$ cat src/hw/fetch_pkg.sv
package fetch_pkg;

    // address and data width of the core
    localparam int XLEN = 64;

    // width of one uncompressed instruction
    localparam int ILEN = 32;

    // pc step between sequential instructions
    localparam int ILEN_BYTES = ILEN / 8;

    // source of a pc redirect from the memory stage
    typedef enum logic [2:0] {
        rk_none   = 3'd0,
        rk_jal    = 3'd1,
        rk_branch = 3'd2,
        rk_jalr   = 3'd3,
        rk_trap   = 3'd4
    } redirect_kind_e;

    // read channel FSM of the fetch bus master
    typedef enum logic [1:0] {
        st_idle = 2'd0,
        st_addr = 2'd1,
        st_data = 2'd2
    } bus_state_e;

endpackage

$ cat src/hw/branch_resolver.sv
`timescale 1ns/10ps

module branch_resolver (
    input  logic                       clk,
    input  logic                       rst_n_i,
    input  logic                       mem_jal_i,
    input  logic                       mem_branch_i,
    input  logic                       mem_jalr_i,
    input  logic                       trap_i,
    input  logic [fetch_pkg::XLEN-1:0] mem_alu_res_i,
    input  logic [fetch_pkg::XLEN-1:0] mem_pc_i,
    input  logic [fetch_pkg::XLEN-1:0] mem_imm_i,
    input  logic [fetch_pkg::XLEN-1:0] mem_rs1_i,
    input  logic [fetch_pkg::XLEN-1:0] mtvec_i,
    output fetch_pkg::redirect_kind_e  redirect_kind,
    output logic [fetch_pkg::XLEN-1:0] redirect_target
);
    import fetch_pkg::*;

    logic           branch_taken;
    logic [XLEN-1:0] jalr_sum;
    redirect_kind_e kind_d;
    logic [XLEN-1:0] target_d;

    // branch compare result comes from the alu, zero means taken
    assign branch_taken = mem_branch_i && (mem_alu_res_i == '0);
    assign jalr_sum     = mem_rs1_i + mem_imm_i;

    // fixed priority: pc-relative jumps, then jalr, then trap
    always_comb begin
        kind_d   = rk_none;
        target_d = mem_pc_i + mem_imm_i;
        if (mem_jal_i) begin
            kind_d = rk_jal;
        end else if (branch_taken) begin
            kind_d = rk_branch;
        end else if (mem_jalr_i) begin
            kind_d   = rk_jalr;
            // jalr drops the lowest bit of the sum
            target_d = {jalr_sum[XLEN-1:1], 1'b0};
        end else if (trap_i) begin
            kind_d   = rk_trap;
            target_d = mtvec_i;
        end
    end

    always_ff @(posedge clk) begin
        if (!rst_n_i) begin
            redirect_kind <= rk_none;
        end else begin
            redirect_kind <= kind_d;
        end
    end

    // target only matters while the kind is not none
    always_ff @(posedge clk) begin
        redirect_target <= target_d;
    end

endmodule

$ cat src/hw/fetch_bus_master.sv
`timescale 1ns/10ps

module fetch_bus_master (
    input  logic                       clk,
    input  logic                       rst_n_i,
    input  logic                       req_valid,
    input  logic [fetch_pkg::XLEN-1:0] req_addr,
    input  logic                       req_epoch,
    output logic                       bus_idle,
    output logic                       rsp_valid,
    output logic [fetch_pkg::XLEN-1:0] rsp_data,
    output logic                       rsp_epoch,
    output logic                       ar_valid_o,
    input  logic                       ar_ready_i,
    output logic [fetch_pkg::XLEN-1:0] ar_addr_o,
    input  logic                       r_valid_i,
    output logic                       r_ready_o,
    input  logic [fetch_pkg::XLEN-1:0] r_data_i
);
    import fetch_pkg::*;

    bus_state_e state_q;
    bus_state_e state_d;
    logic       epoch_q;
    logic       req_fire;
    logic       data_fire;

    // handshake strobes
    assign req_fire  = (state_q == st_idle) && req_valid;
    assign data_fire = (state_q == st_data) && r_valid_i;

    // one read at a time: request, address phase, data phase
    always_comb begin
        state_d = state_q;
        case (state_q)
            st_idle: begin
                if (req_valid) begin
                    state_d = st_addr;
                end
            end
            st_addr: begin
                if (ar_ready_i) begin
                    state_d = st_data;
                end
            end
            st_data: begin
                if (r_valid_i) begin
                    state_d = st_idle;
                end
            end
            default: begin
                state_d = st_idle;
            end
        endcase
    end

    always_ff @(posedge clk) begin
        if (!rst_n_i) begin
            state_q   <= st_idle;
            rsp_valid <= 1'b0;
        end else begin
            state_q   <= state_d;
            rsp_valid <= data_fire;
        end
    end

    // address and epoch are captured with the request and held
    // until the address phase completes
    always_ff @(posedge clk) begin
        if (req_fire) begin
            ar_addr_o <= req_addr;
            epoch_q   <= req_epoch;
        end
    end

    // returned word travels with the epoch of its request
    always_ff @(posedge clk) begin
        if (data_fire) begin
            rsp_data  <= r_data_i;
            rsp_epoch <= epoch_q;
        end
    end

    assign bus_idle   = (state_q == st_idle);
    assign ar_valid_o = (state_q == st_addr);
    assign r_ready_o  = (state_q == st_data);

endmodule

$ cat src/hw/fetch_control.sv
`timescale 1ns/10ps

module fetch_control #(
    parameter logic [fetch_pkg::XLEN-1:0] RESET_PC = 64'h8000_0000
) (
    input  logic                       clk,
    input  logic                       rst_n_i,
    input  fetch_pkg::redirect_kind_e  redirect_kind,
    input  logic [fetch_pkg::XLEN-1:0] redirect_target,
    input  logic                       bus_idle,
    input  logic                       rsp_valid,
    input  logic                       rsp_epoch,
    input  logic [fetch_pkg::XLEN-1:0] rsp_data,
    output logic                       req_valid,
    output logic [fetch_pkg::XLEN-1:0] req_addr,
    output logic                       req_epoch,
    input  logic                       stall_i,
    output logic                       inst_valid_o,
    output logic [fetch_pkg::ILEN-1:0] inst_o,
    output logic [fetch_pkg::XLEN-1:0] pc_o,
    input  logic                       inst_ready_i
);
    import fetch_pkg::*;

    logic [XLEN-1:0] pc_q;
    logic            epoch_q;
    logic [XLEN-1:0] inflight_addr_q;
    logic            redirect;
    logic            rsp_hit;
    logic            slot_free;
    logic [ILEN-1:0] inst_sel;

    assign redirect = (redirect_kind != rk_none);

    // stale responses carry the old epoch and are dropped
    assign rsp_hit = rsp_valid && (rsp_epoch == epoch_q);

    // slot is empty now or drains at this edge
    assign slot_free = !inst_valid_o || inst_ready_i;

    // the only thing that fills the slot is our own response, so a
    // request goes out only when that response will find room
    assign req_valid = bus_idle && !stall_i && !redirect && !rsp_valid && slot_free;
    assign req_addr  = pc_q;
    assign req_epoch = epoch_q;

    // bit 2 picks the 32-bit half of the 8-byte word
    assign inst_sel = inflight_addr_q[2] ? rsp_data[XLEN-1:ILEN] : rsp_data[ILEN-1:0];

    // pc and epoch
    always_ff @(posedge clk) begin
        if (!rst_n_i) begin
            pc_q    <= RESET_PC;
            epoch_q <= 1'b0;
        end else if (redirect) begin
            pc_q    <= redirect_target;
            epoch_q <= !epoch_q;
        end else if (req_valid) begin
            pc_q <= pc_q + XLEN'(ILEN_BYTES);
        end
    end

    // address of the read on the bus, used for half selection and pc_o
    always_ff @(posedge clk) begin
        if (req_valid) begin
            inflight_addr_q <= pc_q;
        end
    end

    // output slot valid, a redirect kills whatever sits there
    always_ff @(posedge clk) begin
        if (!rst_n_i) begin
            inst_valid_o <= 1'b0;
        end else if (redirect) begin
            inst_valid_o <= 1'b0;
        end else if (rsp_hit) begin
            inst_valid_o <= 1'b1;
        end else if (inst_ready_i) begin
            inst_valid_o <= 1'b0;
        end
    end

    // slot payload, loaded only when a response lands
    always_ff @(posedge clk) begin
        if (rsp_hit) begin
            inst_o <= inst_sel;
            pc_o   <= inflight_addr_q;
        end
    end

endmodule

$ cat src/hw/fetch_top.sv
`timescale 1ns/10ps

module fetch_top #(
    parameter logic [fetch_pkg::XLEN-1:0] RESET_PC = 64'h8000_0000
) (
    input  logic                       clk,
    input  logic                       rst_n_i,
    // memory stage
    input  logic                       mem_jal_i,
    input  logic                       mem_branch_i,
    input  logic                       mem_jalr_i,
    input  logic                       trap_i,
    input  logic [fetch_pkg::XLEN-1:0] mem_alu_res_i,
    input  logic [fetch_pkg::XLEN-1:0] mem_pc_i,
    input  logic [fetch_pkg::XLEN-1:0] mem_imm_i,
    input  logic [fetch_pkg::XLEN-1:0] mem_rs1_i,
    input  logic [fetch_pkg::XLEN-1:0] mtvec_i,
    input  logic                       stall_i,
    // read channel
    output logic                       ar_valid_o,
    input  logic                       ar_ready_i,
    output logic [fetch_pkg::XLEN-1:0] ar_addr_o,
    input  logic                       r_valid_i,
    output logic                       r_ready_o,
    input  logic [fetch_pkg::XLEN-1:0] r_data_i,
    // decode
    output logic                       inst_valid_o,
    output logic [fetch_pkg::ILEN-1:0] inst_o,
    output logic [fetch_pkg::XLEN-1:0] pc_o,
    input  logic                       inst_ready_i
);
    import fetch_pkg::*;

    redirect_kind_e  redirect_kind;
    logic [XLEN-1:0] redirect_target;
    logic            req_valid;
    logic [XLEN-1:0] req_addr;
    logic            req_epoch;
    logic            bus_idle;
    logic            rsp_valid;
    logic [XLEN-1:0] rsp_data;
    logic            rsp_epoch;

    branch_resolver branch_resolver_i (
        .clk             (clk),
        .rst_n_i         (rst_n_i),
        .mem_jal_i       (mem_jal_i),
        .mem_branch_i    (mem_branch_i),
        .mem_jalr_i      (mem_jalr_i),
        .trap_i          (trap_i),
        .mem_alu_res_i   (mem_alu_res_i),
        .mem_pc_i        (mem_pc_i),
        .mem_imm_i       (mem_imm_i),
        .mem_rs1_i       (mem_rs1_i),
        .mtvec_i         (mtvec_i),
        .redirect_kind   (redirect_kind),
        .redirect_target (redirect_target)
    );

    fetch_bus_master fetch_bus_master_i (
        .clk        (clk),
        .rst_n_i    (rst_n_i),
        .req_valid  (req_valid),
        .req_addr   (req_addr),
        .req_epoch  (req_epoch),
        .bus_idle   (bus_idle),
        .rsp_valid  (rsp_valid),
        .rsp_data   (rsp_data),
        .rsp_epoch  (rsp_epoch),
        .ar_valid_o (ar_valid_o),
        .ar_ready_i (ar_ready_i),
        .ar_addr_o  (ar_addr_o),
        .r_valid_i  (r_valid_i),
        .r_ready_o  (r_ready_o),
        .r_data_i   (r_data_i)
    );

    fetch_control #(
        .RESET_PC (RESET_PC)
    ) fetch_control_i (
        .clk             (clk),
        .rst_n_i         (rst_n_i),
        .redirect_kind   (redirect_kind),
        .redirect_target (redirect_target),
        .bus_idle        (bus_idle),
        .rsp_valid       (rsp_valid),
        .rsp_epoch       (rsp_epoch),
        .rsp_data        (rsp_data),
        .req_valid       (req_valid),
        .req_addr        (req_addr),
        .req_epoch       (req_epoch),
        .stall_i         (stall_i),
        .inst_valid_o    (inst_valid_o),
        .inst_o          (inst_o),
        .pc_o            (pc_o),
        .inst_ready_i    (inst_ready_i)
    );

endmodule

$ cat config.mk
export PLATFORM = sky130hd
export DESIGN_NAME = fetch_top
export DESIGN_NICKNAME = d
export VERILOG_FILES = /design/src/hw/fetch_pkg.sv /design/src/hw/branch_resolver.sv /design/src/hw/fetch_bus_master.sv /design/src/hw/fetch_control.sv /design/src/hw/fetch_top.sv
export SDC_FILE = /design/constraint.sdc
export NUM_CORES = 1
export LEC_CHECK = 0
export BUFFER_PORTS_ARGS = -buffer_cell sky130_fd_sc_hd__buf_4
export CORE_ASPECT_RATIO = 0.75
export CORE_MARGIN = 2
export CORE_UTILIZATION = 45
export CTS_CLUSTER_SIZE = 20
export DETAILED_ROUTE_END_ITERATION = 16
export HOLD_SLACK_MARGIN = 0.05
export PLACE_DENSITY = 0.76
export SLEW_MARGIN = 20
export SYNTH_ARGS = -nofsm -noshare
export SYNTH_HDL_FRONTEND = slang
export SYNTH_HIERARCHICAL = 1
export SYNTH_SLANG_ARGS = --single-unit
$ cat constraint.sdc
create_clock -name clk -period 8 [get_ports clk]
set_clock_uncertainty 0.15 [all_clocks]
set_input_delay 1.2 -clock clk [delete_from_list [all_inputs] [get_ports clk]]
set_output_delay 1.2 -clock clk [all_outputs]
set_load 0.005 [all_outputs]
* Word-level counts from Yosys, hierarchy flattened
Cells that the tools add are included.
Word-level totals: RAM bits 0, input port bits 394, latch bits 0, output and inout bits 163, memory bits (read-only) 0, memories 0, flip-flop bits (word level) 426
Cells by class: muxes and demuxes 17, equal/unequal tests 6, magnitude comparators 0, bitwise operators 1, reduce and logical (&&, ||, !) cells 23, $mul 0, add/subtract/negate cells 3, divide/modulo/power cells 0, shift operators 0
Operators with widths (number):
- $mux W64 | 6
- $add A64 B64 Y64 | 2
- $add A64 B3 Y64 const B | 1
- $logic_not A64 Y1 | 1
- $mux W32 | 1
- $mux W2 | 5
- $logic_and A1 B1 Y1 | 8
- $pmux W2 S3 | 1
- $logic_not A1 Y1 | 5
- $ne A2 B2 Y1 const B | 2
- $reduce_bool A2 Y1 | 2
- $reduce_or A2 Y1 | 2
- $reduce_or A4 Y1 | 1
- $mux W1 | 3
- $mux W3 | 1
- $reduce_and A3 Y1 | 1
- $reduce_bool A3 Y1 | 1
- $eq A2 B1 Y1 const B | 1
- $eq A2 B2 Y1 const B | 1
- $logic_not A2 Y1 | 1
- $ne A2 B1 Y1 const B | 1
- $eq A1 B1 Y1 | 1
- $logic_or A1 B1 Y1 | 1
- $not A1 Y1 | 1

* Depth between registers and ports, before layout
word-level depth 7, depth in mapped cells 13, mapped depth without buffers 13

* Cells and area by module
Netlist, hierarchy kept.
By module, submodules not included:
- branch_resolver | seq. area each 1341.3 um^2, area an instance 9950.8 um^2, cells each 1377, times used 1
- fetch_control | seq. area each 6125.9 um^2, area an instance 8832.2 um^2, cells each 652, times used 1
- fetch_bus_master | seq. area each 3963.8 um^2, area an instance 4038.9 um^2, cells each 144, times used 1

* Worst setup path before layout
Ideal clock, no wire load.
path type in2reg, start in stall_i, end reg fetch_bus_master_i/ar_addr_o[0] (netlist bit), enable pin, setup time 0.430 ns, arrival time 6.086 ns, stages 4, path buffers 0, setup slack 1.334 ns, cells stage by stage nor2_1 > nand3_1 > nor2_1 > and2_1
On the way: word-level cells in the longest chain between the ends 6
RTL lines:
- start, declared | RTL line fetch_top.sv:18 | input logic stall_i,
- $logic_not A1 Y1 | RTL line fetch_control.sv:43 | assign req_valid = bus_idle && !stall_i && !redirect && !rsp_valid && slot_free;
- $logic_and A1 B1 Y1 (4 in a row) | RTL line fetch_control.sv:43
- named net req_valid | RTL line fetch_top.sv:36 | logic req_valid;
- $logic_and A1 B1 Y1 | RTL line fetch_bus_master.sv:29 | assign req_fire = (state_q == st_idle) && req_valid;
- named net fetch_bus_master_i.req_fire | RTL line fetch_bus_master.sv:25 | logic req_fire;
- end signal, assigned | RTL line fetch_bus_master.sv:71 | ar_addr_o <= req_addr;
- end, declared | RTL line fetch_bus_master.sv:15 | output logic [fetch_pkg::XLEN-1:0] ar_addr_o,
The timed path passes the listed nets, and every way through them passes these cells. A chain may end at the register's enable or synchronous reset.

* Worst setup path in the final report
start in mem_imm_i[0] (netlist bit), end reg branch_resolver_i/redirect_target[60] (netlist bit)
On the way: word-level cells in the longest chain between the ends 5
RTL lines:
- start, declared | RTL line fetch_top.sv:15 | input logic [fetch_pkg::XLEN-1:0] mem_imm_i,
- $add A64 B64 Y64 | RTL line branch_resolver.sv:32 | target_d = mem_pc_i + mem_imm_i;
- $mux W64 | RTL line branch_resolver.sv:41 | end else if (trap_i) begin
- $mux W64 | RTL line branch_resolver.sv:37 | end else if (mem_jalr_i) begin
- $mux W64 | RTL line branch_resolver.sv:35 | end else if (branch_taken) begin
- $mux W64 (*) | RTL line branch_resolver.sv:33 | if (mem_jal_i) begin
- named net branch_resolver_i.target_d[60] | RTL line branch_resolver.sv:23 | logic [XLEN-1:0] target_d;
- end signal, assigned | RTL line branch_resolver.sv:57 | redirect_target <= target_d;
- end, declared | RTL line branch_resolver.sv:16 | output logic [fetch_pkg::XLEN-1:0] redirect_target
The timed path passes the listed nets; every way through them passes the cells marked *.

==> reports/metrics.cfg <==
[worst_setup_path]
ff2ff_path_depth=4
crit_chain=buf_4 > and2_1 > fa_1 > a21o_1 > a311oi_1 > or2_1 > a21oi_2 > a31oi_2 > o211ai_2 > a211oi_2 > o21ai_1 > a21oi_1 > xor2_1 > o211ai_1
cp_slowest_cell=a311oi_1
cp_max_fo=4
cp_data_arrival_time_ns=4.50
r2r_end=fetch_bus_master_i/ar_addr_o[62]
crit_type=in2reg
r2r_start=branch_resolver_i/redirect_kind[2]
cp_data_required_time_ns=8.27
worstSetupEndpointType=flip-flop
max_stage_delay_ns=0.43
r2r_slack_ns=4.65
cp-start-kind=input port

[die]
chipHeight_um=199
core_um2=50100
die_x_um=264
initial_core_util=0.455
die-area_um2=52600
placementRows=71
pin_count=557

[synthesis]
synthCells=2173
synth_edf_count=290
ys_seq_area_frac=0.501
synthArstFlopShare=0
yosysTopAreaCell=edfxtp_1
synth_top_area_frac=0.382
syn_area_um2=22800
synth_nets=2695
avgSynthCellArea_um2=10.5
synth-seq-cells=426
ys_types=86
ys.flop_type=edfxtp_1
synth_warnings=6
synthTopCellsByArea=edfxtp_1 (38%), dfxtp_1 (12%), ha_1 (6.9%), a21oi_1 (4.6%), xnor2_1 (4.4%)

[clock_network]
clk_path_buf_depth=3
post_cts_resized=0
post_cts_buffers=0
cts_made_buffers=43
cts.sinks=426
clkTransAtPathRegs_ns=0.06
cts_tree=built
htreeDepth=2
clk_latency_ns=0.56
cts_root_buf=clkbuf_16
holdBufCountCts=0

[run_status]
status=finished clean

[power]
p_per_area_nw_per_um2=206
leakage_uw=0.0114
ir_drop_mv=0.180

[sta]
rsz0062_at_grt=false
min_period_ns=4.23
setup_viol=0
hold-worst-slack_ns=0.244
fin_setup_tns_ns=0
slew-limit-headroom=0.374
period_share=0.529
tightest_slew_ns=0.939
report.final.slew_viol_count=0
hold_viol_final=0
max_freq_ghz=0.236

[worst_hold_path]
hp-class=reg2reg
hold_depth=0
hp-start=fetch_control_i/inflight_addr_q[13]
holdPathEnd=fetch_control_i/pc_o[13]

[routing]
dr_total_vias=20300
drt_iter0_drc=2408
wl_per_cell_um=23.9
routed_wl_um=80800
remaining_drc_errors=0
firstDrtPassIters=7
antenna_left=0
vias_per_cell=6.00

[flow_run]
maxCapViolCount=0

[finish]
fillers=4238
fin_util=0.579
final_layout_size_suffix_gt1_frac=0.265
area_delta_synth_final_pct=27.1
post-route-cell-area_um2=29000
regArea_um2=11400
multiInputGateArea_um2=10900
nNetsFinal=3210

[place]
placed_area_um2=27500
dpl.hpwl_um=64800
gp_congestion=1.01
port_buffers=556

[global_routing]
gr-total-overflow=0
grt_start_max_net_pins=96
grt_pass1_wl_um=119000
grt_pass1_vias=19500
grt_use_total=0.295
antenna_found_initial=2

==> logic make-up after synthesis <==
| logic type | Yosys count | share of synthesized area |
|---|---|---|
| XOR/XNOR | 180 | 0.0691 |
| AO/OA/AOI/OAI | 676 | 0.188 |
| AND/OR/NAND/NOR | 589 | 0.130 |
| buffers and inverters | 139 | 0.0238 |
| multiplexers | 35 | 0.0172 |
| adder cells (fa/ha/maj) | 128 | 0.0708 |
| flip-flops | 426 | 0.501 |
==> state kept, by name, indices dropped and copies added, names as in the netlist <==
name	count
fetch_bus_master_i/state_q	2
fetch_control_i/inst_o	32
fetch_bus_master_i/epoch_q	1
fetch_bus_master_i/rsp_data	64
fetch_bus_master_i/rsp_epoch	1
fetch_control_i/req_addr	64
fetch_control_i/inflight_addr_q	64
fetch_control_i/pc_o	64
fetch_bus_master_i/rsp_valid	1
branch_resolver_i/redirect_kind	3
fetch_bus_master_i/ar_addr_o	64
branch_resolver_i/redirect_target	64
fetch_control_i/inst_valid_o	1
fetch_control_i/req_epoch	1
==> worst max-delay path by stage <==
stage                       from                                     to  slack [ns]
finish              mem_imm_i[0]  branch_resolver_i/redirect_target[60]        3.77
CTS                 mem_imm_i[0]  branch_resolver_i/redirect_target[60]        3.84
global placement    mem_imm_i[0]  branch_resolver_i/redirect_target[48]        3.33
global route        mem_imm_i[0]  branch_resolver_i/redirect_target[60]        3.61
floorplan                stall_i        fetch_bus_master_i/ar_addr_o[0]        1.33
detailed placement  mem_imm_i[0]  branch_resolver_i/redirect_target[60]        3.26
==> worst max-delay path: cells and delay by family <==
family	cells	cell delay [ns]
compound gates	9	2.15
fa+ha+maj	1	0.40
xor+xnor	1	0.29
simple gates	2	0.34
buf+inv	1	0.13
==> per-layer routing <==
layer,up-vias,track usage,wire (um)
met2,1136,0.435,34300
met4,0,0.0741,2010
li1,9258,-,-
met3,132,0.0755,8520
met1,9754,0.432,36000
met5,-,0,0
==> cells in the final DEF, fill, tap and decap left out, types with 31 or more instances in the layout <==
cell type  instances
nor3_1            48
buf_4            568
edfxtp_1         290
xor2_1            65
xnor2_1          115
nand3_1           49
and3_1            31
dfxtp_1          136
ha_1             126
o21ai_0          148
clkbuf_16         44
inv_1             39
a21oi_1          211
nand4_1           58
a21o_1            60
nor2_1           115
mux2_2            33
nand2_1          174
==> final cells by class <==
class / count / area share
Sequential cell: 426 / 0.394
Multi-Input combinational cell: 1608 / 0.375
Timing Repair Buffer: 568 / 0.147
Clock buffer: 59 / 0.0424
Tap cell: 657 / 0.0283
Clock inverter: 20 / 0.00768
Inverter: 41 / 0.00539
Antenna cell: 2 / 0.000173
==> cell usage after synthesis (all sizes together) (4+ instances only) <==
library cell,instances
nand3,52
a221oi,5
o21bai,31
ha,126
a21boi,7
buf,16
nor2b,13
o22ai,19
xor2,65
a2111oi,5
mux2,33
xnor2,115
a31oi,32
a211oi,26
nand2,174
a21oi,215
a22oi,28
a21o,60
o211ai,18
dfxtp,136
nor2,117
o221ai,16
clkbuf,82
and4,7
nand2b,10
nor4,32
and3,33
a211o,5
o21a,12
or2,4
a32oi,5
edfxtp,290
inv,40
o31ai,9
a311oi,7
and2,15
or3,11
o21ai,162
nand4,58
nor3,51
==> per-stage QoR <==
step	cells	setup WS (ns)	power, uW
floorplan	2173	1.33	3400
global placement	3300	3.33	3950
detailed placement	3300	3.26	3960
CTS	3379	3.84	5970
global route	3381	3.61	6210
finish	3381	3.77	5970
==> report_power, final <==
group / switching [uW] / internal, uW / total [uW]
registers: 132 / 2550 / 2680
clock network: 828 / 1180 / 2010
logic: 746 / 530 / 1280
Note: power is estimated with default switching activity, not from simulation.
